===== config.mk =====
export PLATFORM = sky130hd
export DESIGN_NAME = lsu_dtif_top
export DESIGN_NICKNAME = d
export VERILOG_FILES = /design/src/source/dtif_lsu_pkg.sv /design/src/source/dtif_dtu_pkg.sv /design/src/source/dtif_check_fsm.sv /design/src/source/dtif_addr_capture.sv /design/src/source/dtif_data_capture.sv /design/src/source/dtif_check_request.sv /design/src/source/lsu_dtif_top.sv
export SDC_FILE = /design/constraint.sdc
export NUM_CORES = 1
export LEC_CHECK = 0
export BUFFER_PORTS_ARGS = -buffer_cell sky130_fd_sc_hd__buf_2
export CELL_PAD_IN_SITES_DETAIL_PLACEMENT = 0
export CELL_PAD_IN_SITES_GLOBAL_PLACEMENT = 1
export CORE_AREA = 2 2 192 194
export DETAILED_ROUTE_END_ITERATION = 6
export DIE_AREA = 0 0 194 196
export GPL_ROUTABILITY_DRIVEN = 0
export PLACE_DENSITY = 0.5
export SKIP_CTS_REPAIR_TIMING = 1
export SLEW_MARGIN = 30
export SYNTH_ARGS = -nofsm -noshare
export SYNTH_HDL_FRONTEND = slang
export SYNTH_SLANG_ARGS = --single-unit

===== constraint.sdc =====
create_clock -name dt_fsm_clk -period 11.9 [get_ports dt_fsm_clk]
set_clock_uncertainty 0.2 [all_clocks]
set_input_delay 1.785 -clock dt_fsm_clk [delete_from_list [all_inputs] [get_ports dt_fsm_clk]]
set_output_delay 1.785 -clock dt_fsm_clk [all_outputs]
set_load 0.02 [all_outputs]

===== src/source/dtif_lsu_pkg.sv =====
// lsu side of the debug-trigger interface: widths and check FSM state codes
package dtif_lsu_pkg;

  // request payload widths
  localparam int pa_width    = 40;
  localparam int data_width  = 64;
  localparam int bytes_width = 16;
  localparam int size_width  = 3;

  // ==============================
  // check FSM encoding
  // ==============================
  localparam int state_width = 3;

  localparam logic [state_width-1:0] st_idle       = 3'd0;
  localparam logic [state_width-1:0] st_addr_chk   = 3'd1;
  localparam logic [state_width-1:0] st_data_chk   = 3'd2;
  localparam logic [state_width-1:0] st_wait_data  = 3'd3;
  localparam logic [state_width-1:0] st_wait_pipe  = 3'd4;
  localparam logic [state_width-1:0] st_wait_cmplt = 3'd5;

endpackage


===== src/source/dtif_dtu_pkg.sv =====
// trigger unit side of the debug-trigger interface: halt info and ldst type codes
package dtif_dtu_pkg;

  // halt info word from the trigger unit
  localparam int hinfo_width      = 22;
  localparam int hinfo_cancel_bit = 0;

  // ldst type, bit 1 marks load and bit 0 marks store
  localparam int ldst_type_width = 2;

  localparam logic [ldst_type_width-1:0] ldst_load  = 2'b10;
  localparam logic [ldst_type_width-1:0] ldst_store = 2'b01;
  // atomics match on both the load and the store side
  localparam logic [ldst_type_width-1:0] ldst_both  = 2'b11;

endpackage


===== src/source/dtif_check_fsm.sv =====
// check FSM: sequences address and data checks and drives stage control
`timescale 1ns/1ps

module dtif_check_fsm (
  input  logic                                dt_fsm_clk,
  input  logic                                cpurst_b,
  input  logic                                flush,
  input  logic                                req,
  input  logic                                addr_ready,
  input  logic                                st_type,
  input  logic                                split_last,
  input  logic                                data_chk_mask,
  input  logic                                pipe_down,
  input  logic                                addr_trig_en,
  input  logic                                data_trig_en,
  input  logic                                halt_info_vld,
  input  logic [dtif_dtu_pkg::hinfo_width-1:0] halt_info,
  input  logic                                any_data_vld,
  output logic                                fsm_idle,
  output logic                                fsm_addr_chk,
  output logic                                fsm_data_chk,
  output logic                                addr_chk_en,
  output logic                                data_chk_en,
  output logic                                addr_up,
  output logic                                data_up,
  output logic                                stall,
  output logic                                cmplt_ready,
  output logic                                pipedown_mask,
  output logic                                halt_info_up,
  output logic                                trig_en
);

  logic [dtif_lsu_pkg::state_width-1:0] cur_state;
  logic [dtif_lsu_pkg::state_width-1:0] next_state;
  logic addr_start;
  logic data_start;
  logic cancel;
  logic fsm_wait_data;
  logic fsm_wait_cmplt;

  // ==============================
  // enables and start conditions
  // ==============================
  assign addr_chk_en = addr_trig_en;
  assign data_chk_en = data_trig_en && !data_chk_mask;

  assign addr_start = req && addr_ready && addr_chk_en;
  // data-only check, address side is off
  assign data_start = req && data_chk_en && !addr_chk_en;

  assign cancel = halt_info_vld && halt_info[dtif_dtu_pkg::hinfo_cancel_bit];

  // ==============================
  // state register
  // ==============================
  always_ff @(posedge dt_fsm_clk or negedge cpurst_b)
  begin
    if (!cpurst_b)
      cur_state <= dtif_lsu_pkg::st_idle;
    else if (flush)
      cur_state <= dtif_lsu_pkg::st_idle;
    else
      cur_state <= next_state;
  end

  always_comb
  begin
    next_state = cur_state;
    case (cur_state)
      dtif_lsu_pkg::st_idle:
        if (addr_start)
          next_state = dtif_lsu_pkg::st_addr_chk;
        else if (data_start)
          // stores have data later, loads only after pipe down
          next_state = st_type ? dtif_lsu_pkg::st_wait_data : dtif_lsu_pkg::st_wait_pipe;
      dtif_lsu_pkg::st_addr_chk:
        if (halt_info_vld && split_last && !data_chk_en || cancel)
          next_state = dtif_lsu_pkg::st_wait_cmplt;
        else if (halt_info_vld && data_chk_en && st_type)
          next_state = dtif_lsu_pkg::st_wait_data;
        else if (halt_info_vld)
          next_state = dtif_lsu_pkg::st_wait_pipe;
      dtif_lsu_pkg::st_data_chk:
        if (halt_info_vld && split_last || cancel)
          next_state = dtif_lsu_pkg::st_wait_cmplt;
        else if (halt_info_vld)
          next_state = dtif_lsu_pkg::st_wait_pipe;
      dtif_lsu_pkg::st_wait_data:
        if (any_data_vld)
          next_state = dtif_lsu_pkg::st_data_chk;
      dtif_lsu_pkg::st_wait_pipe:
        if (pipe_down && !st_type && data_chk_en)
          next_state = dtif_lsu_pkg::st_wait_data;
        else if (pipe_down)
          next_state = dtif_lsu_pkg::st_idle;
      dtif_lsu_pkg::st_wait_cmplt:
        if (pipe_down)
          next_state = dtif_lsu_pkg::st_idle;
      default:
        next_state = dtif_lsu_pkg::st_idle;
    endcase
  end

  // ==============================
  // decoded outputs
  // ==============================
  assign fsm_idle       = (cur_state == dtif_lsu_pkg::st_idle);
  assign fsm_addr_chk   = (cur_state == dtif_lsu_pkg::st_addr_chk);
  assign fsm_data_chk   = (cur_state == dtif_lsu_pkg::st_data_chk);
  assign fsm_wait_data  = (cur_state == dtif_lsu_pkg::st_wait_data);
  assign fsm_wait_cmplt = (cur_state == dtif_lsu_pkg::st_wait_cmplt);

  // capture strobes
  assign addr_up = fsm_idle && addr_start;
  assign data_up = fsm_wait_data && any_data_vld;

  // hold the ag stage while a check is pending
  assign stall = fsm_idle && req && (addr_chk_en || data_chk_en)
                 || fsm_addr_chk || fsm_data_chk || fsm_wait_data;

  assign cmplt_ready = fsm_wait_cmplt;
  // load data is checked after pipe down, so mask it until then
  assign pipedown_mask = fsm_wait_cmplt && data_chk_en && !st_type;
  assign halt_info_up  = (fsm_addr_chk || fsm_data_chk) && halt_info_vld;
  assign trig_en       = addr_chk_en || data_chk_en;

endmodule


===== src/source/dtif_addr_capture.sv =====
// address capture: holds the checked address, byte enables and last flag
`timescale 1ns/1ps

module dtif_addr_capture (
  input  logic                                  dt_fsm_clk,
  input  logic                                  addr_up,
  input  logic [dtif_lsu_pkg::pa_width-1:0]     addr,
  input  logic [dtif_lsu_pkg::bytes_width-1:0]  bytes_vld,
  input  logic                                  split_last,
  input  logic                                  data_chk_en,
  output logic [dtif_lsu_pkg::pa_width-1:0]     addr_q,
  output logic [dtif_lsu_pkg::bytes_width-1:0]  bytes_vld_q,
  output logic                                  addr_chk_last_q
);

  logic addr_chk_last;

  // addr check closes the match only when no data check follows
  assign addr_chk_last = split_last && !data_chk_en;

  always_ff @(posedge dt_fsm_clk)
  begin
    if (addr_up)
    begin
      addr_q          <= addr;
      bytes_vld_q     <= bytes_vld;
      addr_chk_last_q <= addr_chk_last;
    end
  end

endmodule


===== src/source/dtif_data_capture.sv =====
// data capture: picks check data from three sources and holds it with its flags
`timescale 1ns/1ps

module dtif_data_capture (
  input  logic                                 dt_fsm_clk,
  input  logic                                 data_up,
  input  logic                                 ag_data_vld,
  input  logic [dtif_lsu_pkg::data_width-1:0]  ag_data,
  input  logic                                 da_data_vld,
  input  logic [dtif_lsu_pkg::data_width-1:0]  da_data,
  input  logic                                 vlsu_data_vld,
  input  logic [dtif_lsu_pkg::data_width-1:0]  vlsu_data,
  input  logic                                 addr_chk_en,
  input  logic                                 st_type,
  input  logic                                 split_last,
  output logic                                 any_data_vld,
  output logic [dtif_lsu_pkg::data_width-1:0]  data_q,
  output logic                                 rdata_vld_q,
  output logic                                 data_chk_last_q
);

  logic [dtif_lsu_pkg::data_width-1:0] sel_data;
  logic data_chk_last;

  assign any_data_vld = ag_data_vld || da_data_vld || vlsu_data_vld;

  // da load data first, then ag store data, vector last
  assign sel_data = da_data_vld ? da_data :
                    ag_data_vld ? ag_data :
                    vlsu_data;

  // loads check data once, stores on the last split
  assign data_chk_last = !addr_chk_en || !st_type || split_last;

  always_ff @(posedge dt_fsm_clk)
  begin
    if (data_up)
    begin
      data_q          <= sel_data;
      rdata_vld_q     <= da_data_vld;
      data_chk_last_q <= data_chk_last;
    end
  end

endmodule


===== src/source/dtif_check_request.sv =====
// check request: one-pulse address and data requests to the trigger unit
`timescale 1ns/1ps

module dtif_check_request (
  input  logic                                    dt_fsm_clk,
  input  logic                                    cpurst_b,
  input  logic                                    flush,
  input  logic                                    fsm_addr_chk,
  input  logic                                    fsm_data_chk,
  input  logic                                    halt_info_vld,
  input  logic                                    amo_type,
  input  logic                                    st_type,
  input  logic                                    rdata_vld_q,
  input  logic                                    addr_chk_last_q,
  input  logic                                    data_chk_last_q,
  output logic                                    ldst_addr_vld,
  output logic                                    ldst_data_vld,
  output logic [dtif_dtu_pkg::ldst_type_width-1:0] ldst_type,
  output logic                                    last_check
);

  logic fsm_chk;
  logic wait_flag;
  logic [dtif_dtu_pkg::ldst_type_width-1:0] addr_type;
  logic [dtif_dtu_pkg::ldst_type_width-1:0] data_type;

  assign fsm_chk = fsm_addr_chk || fsm_data_chk;

  // ==============================
  // wait flag
  // ==============================
  // set while a request is out and the response is still pending
  always_ff @(posedge dt_fsm_clk or negedge cpurst_b)
  begin
    if (!cpurst_b)
      wait_flag <= 1'b0;
    else if (flush || fsm_chk && halt_info_vld)
      wait_flag <= 1'b0;
    else if (fsm_chk)
      wait_flag <= 1'b1;
  end

  assign ldst_addr_vld = fsm_addr_chk && !wait_flag;
  assign ldst_data_vld = fsm_data_chk && !wait_flag;

  // ==============================
  // request type and last flag
  // ==============================
  assign addr_type = amo_type ? dtif_dtu_pkg::ldst_both :
                     st_type  ? dtif_dtu_pkg::ldst_store :
                     dtif_dtu_pkg::ldst_load;
  // data side is split, rdata means load data
  assign data_type = rdata_vld_q ? dtif_dtu_pkg::ldst_load : dtif_dtu_pkg::ldst_store;

  assign ldst_type  = ldst_addr_vld ? addr_type : data_type;
  assign last_check = ldst_addr_vld && addr_chk_last_q
                      || ldst_data_vld && data_chk_last_q;

endmodule


===== src/source/lsu_dtif_top.sv =====
// lsu debug-trigger interface top: check FSM, captures and request issue
`timescale 1ns/1ps

module lsu_dtif_top (
  input  logic                                  dt_fsm_clk,
  input  logic                                  cpurst_b,
  // address generation stage
  input  logic                                  ag_dtu_req,
  input  logic                                  ag_dtu_addr_ready,
  input  logic [dtif_lsu_pkg::pa_width-1:0]     ag_dtu_addr,
  input  logic [dtif_lsu_pkg::bytes_width-1:0]  ag_dtu_bytes_vld,
  input  logic                                  ag_dtu_st_type,
  input  logic                                  ag_dtu_amo_type,
  input  logic                                  ag_dtu_split_last,
  input  logic                                  ag_dtu_data_chk_mask,
  input  logic [dtif_lsu_pkg::size_width-1:0]   ag_dtu_mem_access_size,
  input  logic [dtif_dtu_pkg::hinfo_width-1:0]  ag_dtu_halt_info,
  input  logic                                  ag_dtu_pipe_down,
  input  logic                                  ag_dtu_data_vld,
  input  logic [dtif_lsu_pkg::data_width-1:0]   ag_dtu_data,
  // data access stage and vector unit
  input  logic                                  da_dtu_data_vld,
  input  logic [dtif_lsu_pkg::data_width-1:0]   da_dtu_data,
  input  logic                                  vlsu_dtu_data_vld,
  input  logic [dtif_lsu_pkg::data_width-1:0]   vlsu_dtu_data,
  // trigger unit and retire
  input  logic                                  dtu_lsu_addr_trig_en,
  input  logic                                  dtu_lsu_data_trig_en,
  input  logic                                  dtu_lsu_halt_info_vld,
  input  logic [dtif_dtu_pkg::hinfo_width-1:0]  dtu_lsu_halt_info,
  input  logic                                  rtu_yy_xx_flush,
  // back to the ag stage
  output logic                                  dtif_ag_stall,
  output logic                                  dtif_ag_cmplt_ready,
  output logic                                  dtif_ag_fsm_idle,
  output logic                                  dtif_ag_pipedown_mask,
  output logic                                  dtif_ag_halt_info_up,
  output logic [dtif_dtu_pkg::hinfo_width-1:0]  dtif_ag_halt_info,
  output logic                                  dtif_ag_trig_en,
  // to the trigger unit
  output logic                                  lsu_dtu_ldst_addr_vld,
  output logic [dtif_lsu_pkg::pa_width-1:0]     lsu_dtu_ldst_addr,
  output logic [dtif_lsu_pkg::bytes_width-1:0]  lsu_dtu_ldst_bytes_vld,
  output logic                                  lsu_dtu_ldst_data_vld,
  output logic [dtif_lsu_pkg::data_width-1:0]   lsu_dtu_ldst_data,
  output logic [dtif_dtu_pkg::ldst_type_width-1:0] lsu_dtu_ldst_type,
  output logic                                  lsu_dtu_last_check,
  output logic [dtif_lsu_pkg::size_width-1:0]   lsu_dtu_mem_access_size,
  output logic [dtif_dtu_pkg::hinfo_width-1:0]  lsu_dtu_halt_info
);

  logic fsm_addr_chk;
  logic fsm_data_chk;
  logic addr_chk_en;
  logic data_chk_en;
  logic addr_up;
  logic data_up;
  logic any_data_vld;
  logic rdata_vld_q;
  logic addr_chk_last_q;
  logic data_chk_last_q;

  // ==============================
  // check FSM
  // ==============================
  dtif_check_fsm i_check_fsm (
    .dt_fsm_clk    (dt_fsm_clk),
    .cpurst_b      (cpurst_b),
    .flush         (rtu_yy_xx_flush),
    .req           (ag_dtu_req),
    .addr_ready    (ag_dtu_addr_ready),
    .st_type       (ag_dtu_st_type),
    .split_last    (ag_dtu_split_last),
    .data_chk_mask (ag_dtu_data_chk_mask),
    .pipe_down     (ag_dtu_pipe_down),
    .addr_trig_en  (dtu_lsu_addr_trig_en),
    .data_trig_en  (dtu_lsu_data_trig_en),
    .halt_info_vld (dtu_lsu_halt_info_vld),
    .halt_info     (dtu_lsu_halt_info),
    .any_data_vld  (any_data_vld),
    .fsm_idle      (dtif_ag_fsm_idle),
    .fsm_addr_chk  (fsm_addr_chk),
    .fsm_data_chk  (fsm_data_chk),
    .addr_chk_en   (addr_chk_en),
    .data_chk_en   (data_chk_en),
    .addr_up       (addr_up),
    .data_up       (data_up),
    .stall         (dtif_ag_stall),
    .cmplt_ready   (dtif_ag_cmplt_ready),
    .pipedown_mask (dtif_ag_pipedown_mask),
    .halt_info_up  (dtif_ag_halt_info_up),
    .trig_en       (dtif_ag_trig_en)
  );

  // ==============================
  // captures
  // ==============================
  dtif_addr_capture i_addr_capture (
    .dt_fsm_clk      (dt_fsm_clk),
    .addr_up         (addr_up),
    .addr            (ag_dtu_addr),
    .bytes_vld       (ag_dtu_bytes_vld),
    .split_last      (ag_dtu_split_last),
    .data_chk_en     (data_chk_en),
    .addr_q          (lsu_dtu_ldst_addr),
    .bytes_vld_q     (lsu_dtu_ldst_bytes_vld),
    .addr_chk_last_q (addr_chk_last_q)
  );

  dtif_data_capture i_data_capture (
    .dt_fsm_clk      (dt_fsm_clk),
    .data_up         (data_up),
    .ag_data_vld     (ag_dtu_data_vld),
    .ag_data         (ag_dtu_data),
    .da_data_vld     (da_dtu_data_vld),
    .da_data         (da_dtu_data),
    .vlsu_data_vld   (vlsu_dtu_data_vld),
    .vlsu_data       (vlsu_dtu_data),
    .addr_chk_en     (addr_chk_en),
    .st_type         (ag_dtu_st_type),
    .split_last      (ag_dtu_split_last),
    .any_data_vld    (any_data_vld),
    .data_q          (lsu_dtu_ldst_data),
    .rdata_vld_q     (rdata_vld_q),
    .data_chk_last_q (data_chk_last_q)
  );

  // ==============================
  // request issue
  // ==============================
  dtif_check_request i_check_request (
    .dt_fsm_clk      (dt_fsm_clk),
    .cpurst_b        (cpurst_b),
    .flush           (rtu_yy_xx_flush),
    .fsm_addr_chk    (fsm_addr_chk),
    .fsm_data_chk    (fsm_data_chk),
    .halt_info_vld   (dtu_lsu_halt_info_vld),
    .amo_type        (ag_dtu_amo_type),
    .st_type         (ag_dtu_st_type),
    .rdata_vld_q     (rdata_vld_q),
    .addr_chk_last_q (addr_chk_last_q),
    .data_chk_last_q (data_chk_last_q),
    .ldst_addr_vld   (lsu_dtu_ldst_addr_vld),
    .ldst_data_vld   (lsu_dtu_ldst_data_vld),
    .ldst_type       (lsu_dtu_ldst_type),
    .last_check      (lsu_dtu_last_check)
  );

  // halt info and size go straight across
  assign dtif_ag_halt_info       = dtu_lsu_halt_info;
  assign lsu_dtu_halt_info       = ag_dtu_halt_info;
  assign lsu_dtu_mem_access_size = ag_dtu_mem_access_size;

endmodule


Word level (Yosys, flattened, before mapping)

Cells that the tools add are included.

Register bits: 127
Input bits: 311
Output and inout port bits: 178
Logic and storage cells: 80

Equality and inequality tests: 7
Mux-type cells: 20
Reduce and logical (&&, ||, !) cells: 45

Operators with widths:

| cell               | count |
|---|---|
| $mux 64            | 2 |
| $mux 3             | 11 |
| $logic_and 1x1->1  | 24 |
| $pmux 3 s6         | 1 |
| $logic_or 1x1->1   | 13 |
| $mux 2             | 4 |
| $eq 3x2->1 const B | 2 |
| $eq 3x3->1 const B | 2 |
| $logic_not 1->1    | 5 |
| $ne 4x4->1 const B | 1 |
| $eq 3x1->1 const B | 1 |
| $logic_not 3->1    | 1 |
| $ne 3x2->1 const B | 1 |
| $mux 1             | 2 |
| $reduce_and 2->1   | 1 |
| $reduce_bool 2->1  | 1 |

Longest topological paths before layout

Depth after elaboration: 8
Depth in mapped cells: 5
Depth with buffers taken out: 4

Hierarchy

A second synthesis with hierarchy kept.

Cells, all modules: 455
Area total of the unflattened synthesis: 5984.5 um^2

Modules (own cells, without submodules):

| module             | times used | cells each | area each (um^2) | seq. area each (um^2) |
|---|---|---|---|---|
| dtif_data_capture  | 1          | 281        | 3339.5           | 1981.9 |
| dtif_addr_capture  | 1          | 58         | 1725.4           | 1711.6 |
| dtif_check_fsm     | 1          | 57         | 455.4            | 75.1 |
| lsu_dtif_top       | 1          | 47         | 352.8            | 0.0 |
| dtif_check_request | 1          | 12         | 111.4            | 25.0 |

Least setup slack after synthesis

No wires, ideal clock.

Path kind: input-to-reg
Start: input port da_dtu_data_vld
End: register i_data_capture.data_chk_last_q (enable)
Setup time: 0.676 ns
Data arrival time: 8.778 ns
Required time: 11.024 ns
Slack: 2.245 ns
Cell stages on the path: 3
Buffers on the path: 1
Path through: buf_2 -> nor3_1 -> nor4b_1

Longest elaborated chain between the ends: 3

Ends and longest elaborated chain:

| item                           | RTL line                | RTL |
|---|---|---|
| start, declared                | lsu_dtif_top.sv:22      | `input logic da_dtu_data_vld,` |
| $logic_or 1x1->1 (2 in series) | dtif_data_capture.sv:25 | `assign any_data_vld = ag_data_vld \|\| da_data_vld \|\| vlsu_data_vld;` |
| $logic_and 1x1->1              | dtif_check_fsm.sv:115   | `assign data_up = fsm_wait_data && any_data_vld;` |
| via data_up                    | lsu_dtif_top.sv:57      | `logic data_up;` |
| end signal, assigned           | dtif_data_capture.sv:41 | `data_chk_last_q <= data_chk_last;` |
| end, declared                  | dtif_data_capture.sv:19 | `output logic data_chk_last_q` |

The timed path passes the listed nets, and every way through them passes these cells.
A chain may end at the register's enable or synchronous reset.

Final worst setup path

Start: input port ag_dtu_data_chk_mask
End: output port dtif_ag_stall

Longest elaborated chain between the ends: 7

Ends and longest elaborated chain:

| item                           | RTL line              | RTL |
|---|---|---|
| start, declared                | lsu_dtif_top.sv:15    | `input logic ag_dtu_data_chk_mask,` |
| $logic_not 1->1                | dtif_check_fsm.sv:45  | `assign data_chk_en = data_trig_en && !data_chk_mask;` |
| $logic_and 1x1->1              | dtif_check_fsm.sv:45  |  |
| $logic_or 1x1->1               | dtif_check_fsm.sv:118 | `assign stall = fsm_idle && req && (addr_chk_en \|\| data_chk_en)` |
| $logic_and 1x1->1              | dtif_check_fsm.sv:118 |  |
| $logic_or 1x1->1 (3 in series) | dtif_check_fsm.sv:119 | `\|\| fsm_addr_chk \|\| fsm_data_chk \|\| fsm_wait_data;` |
| end, declared                  | lsu_dtif_top.sv:33    | `output logic dtif_ag_stall,` |

Every way passes these cells.

==> results.json <==
{
  "wl_per_cell_um": 17.2,
  "port_buffers": 396,
  "synth_area_leaders": "edfxtp_1 (63%), mux2i_1 (11%), buf_4 (6.1%)",
  "critPathMaxStageDelay_ns": 0.28,
  "syn-num-nets": 764,
  "synth_largest_area_cell": "edfxtp_1",
  "hpwlAfterDp_mm": 17.3,
  "core_sq_mm": 0.0361,
  "grt_first_pass_wirelength_mm": 30.8,
  "p_leak_nw": 3.77,
  "reg2reg_from": "i_check_fsm.cur_state[2]",
  "die_area_sq_mm": 0.0380,
  "crit_chain": "buf_2 > nand2b_1 > nand2b_1 > nand2_1 > a21oi_1 > buf_2",
  "drive_above_1_share": 0.539,
  "cp.arrival_ns": 2.68,
  "vias": 4766,
  "hold_violations": 0,
  "finalPower_mw": 1.20,
  "placed_area_sq_mm": 0.00801,
  "path_depth": 6,
  "die_w_um": 194,
  "antennaDiodeCount": 0,
  "crit_required_ns": 9.92,
  "worstSetupStartpointType": "input port",
  "powerDensity_mw_per_mm2": 140,
  "rsz0062_at_grt": "no",
  "min_period_ns": 4.67,
  "p_int_mw": 0.878,
  "yosysWarningCount": 0,
  "synth.area.mux_share": 0.111,
  "critPathMaxFanout": 9,
  "clk_pin_slew_ns": 0.06,
  "seq_power_share": 0.434,
  "cp-startpoint": "ag_dtu_data_chk_mask",
  "cts_htree_levels": 4,
  "crit_type": "in -> out",
  "period_share": 0.392,
  "fin_tns_setup_ns": 0,
  "setup_viol": 0,
  "clock.fmax_mhz": 214,
  "worst_ir_drop_vdd_mv": 0.0930,
  "drt_iter0_drc": 147,
  "cts.sinks": 127,
  "start_util": 0.163,
  "switchingPower_mw": 0.322,
  "synth-seq-cells": 127,
  "grt_overflow": 0,
  "report.final.slew_viol_count": 0,
  "antenna_left": 0,
  "yosys.area_share.adder": 0,
  "ys_seq_area_frac": 0.647,
  "grt_pass1_vias": 4774,
  "syn-cell-area_sq_mm": 0.00586,
  "antenna_found_initial": 0,
  "std_cell_rows": 70,
  "area_growth_pct": 46.2,
  "reg2regPathDepth": 4,
  "dr.pass1.iters": 5,
  "synthArstFlopShare": 0.0315,
  "synth_cells": 453,
  "clock_power_share": 0.421,
  "worst_pin_slew_ns": 0.740,
  "synth_edf_count": 123,
  "outcome": "finished, final reports clean",
  "hold_class": "reg -> reg",
  "setup_ws_ns": 7.23,
  "drc": 0,
  "end_kind": "output pin",
  "die_h_um": 196,
  "clock_latency_ns": 0.42,
  "relSlewSlack": 0.507,
  "grt_util_all_layers": 0.112,
  "avgSynthCellArea_sq_um": 12.9,
  "synth_top_family_by_area": "multiplexers",
  "power_frac_comb": 0.144,
  "slowest_stage": "nand2b_1",
  "tritoncts": "done",
  "clk_path_buf_depth": 2,
  "yosysUniqueCellTypes": 35,
  "cts-root-buf": "clkbuf_16",
  "synth-compound-area-share": 0.0838,
  "yosys.area_share.simple": 0.0745,
  "cp_top_family": "simple AND/OR/NAND/NOR gates",
  "netlist.area_leader.share": 0.630,
  "swShare": 0.268,
  "wirelength_mm": 22.0,
  "design_area_sq_mm": 0.00857,
  "fillCellCount": 3980,
  "grt_max_degree": 67,
  "hp-start": "i_check_request.wait_flag",
  "place_ws_ns": 7.24,
  "numCtsBuffers": 17,
  "routed_via_density": 3.72,
  "max_cap_viol_count": 0,
  "whs_path_depth": 2,
  "nNetsFinal": 1111,
  "ios": 489,
  "critPathBufInv": 2,
  "synth-xor-area-share": 0,
  "synthFlopType": "edfxtp_1"
}
-- final cells by class --
type                    instances  area (sq um)  area share
flip-flops and latches        127          3790       0.442
repair buffers                400          2020       0.236
multi-input cells             248          1590       0.185
well taps                     468           586      0.0683
clock buffers                  17           425      0.0496
clock inverters                15           139      0.0162
inverters                       6          22.5     0.00263
-- flip-flops by register name (all words and copies together), names as in the netlist --
| name | flops |
|---|---|
| i_check_request.wait_flag | 1 |
| i_data_capture.rdata_vld_q | 1 |
| i_data_capture.data_q | 64 |
| i_check_fsm.cur_state | 3 |
| i_addr_capture.bytes_vld_q | 16 |
| i_data_capture.data_chk_last_q | 1 |
| i_addr_capture.addr_chk_last_q | 1 |
| i_addr_capture.addr_q | 40 |
-- layer usage --
layer,GRT usage,share of wire,up-vias
met4,0.0449,0.024,0
met2,0.195,0.50,269
met1,0.122,0.39,2149
li1,-,-,2307
met3,0.0430,0.083,41
met5,0,0,-
-- worst paths after layout --
kind                                                   to  slack [ns]
max in group asynchronous        i_check_fsm.cur_state[2]       10.42
worst max-delay path                        dtif_ag_stall        7.23
worst min-delay path            i_check_request.wait_flag        0.41
worst max register to register  i_addr_capture.addr_q[15]        9.58
worst min register to register  i_check_request.wait_flag        0.41
min in group asynchronous        i_check_fsm.cur_state[1]        0.96
-- metrics by stage --
step | hold slack [ns] | utilization | cells
6_report | 0.413 | 0.238 | 1281
5_1_grt | 0.475 | 0.238 | 1281
4_1_cts | 0.440 | 0.237 | 1281
3_5_place_dp | 0.426 | 0.222 | 1249
3_3_place_gp | 0.379 | 0.222 | 1249
2_1_floorplan | 0.311 | - | 453
-- Yosys cell counts, drive strengths merged (2+ instances only) --
| library cell | count |
|---|---|
| clkbuf | 13 |
| nand2b | 4 |
| nand3b | 2 |
| mux2i | 65 |
| a21oi | 7 |
| dfrtp | 4 |
| o211ai | 3 |
| nand2 | 68 |
| and2 | 2 |
| edfxtp | 123 |
| buf | 59 |
| a41oi | 2 |
| inv | 6 |
| nor2 | 6 |
| o21ai | 68 |
| nor3 | 3 |
| o31ai | 2 |
| or3 | 2 |
-- logic make-up after synthesis --
kind of cell,Yosys count
buffers and inverters,78
muxes,65
and+or+nand+nor,95
DFF,127
AOI/OAI and AO/OA,88
-- power groups by stage --
| stage | registers, mW | logic, mW | clock network (mW) |
|---|---|---|---|
| floorplan | 0.545 | 0.102 | 0 |
| global placement | 0.531 | 0.177 | 0 |
| detailed placement | 0.531 | 0.177 | 0 |
| CTS | 0.521 | 0.177 | 0.529 |
| global route | 0.523 | 0.191 | 0.547 |
| finish | 0.521 | 0.173 | 0.506 |
-- worst min-delay path, cell delays in order (launching register included) --
cell and delay [ns]:
dfrtp_1 0.39, mux2i_1 0.08, nor2_1 0.10
-- placed cells by master (no fill, tap or decap), types with 2 or more instances in the layout --
| master | n |
|---|---|
| buf_2 | 394 |
| edfxtp_1 | 123 |
| nand2_1 | 68 |
| o21ai_0 | 68 |
| mux2i_1 | 65 |
| clkbuf_16 | 17 |
| a21oi_1 | 7 |
| inv_1 | 6 |
| nor2_1 | 6 |
| buf_4 | 5 |
| nand2b_1 | 4 |
| clkinv_4 | 4 |
| dfrtp_1 | 4 |
| nor3_1 | 3 |
| o211ai_1 | 3 |
| inv_6 | 3 |
| clkinvlp_4 | 3 |
| or3_4 | 2 |
| nand3b_1 | 2 |
| a41oi_1 | 2 |
| o31ai_1 | 2 |
| clkinv_2 | 2 |
(Power assumes the default switching activity.)
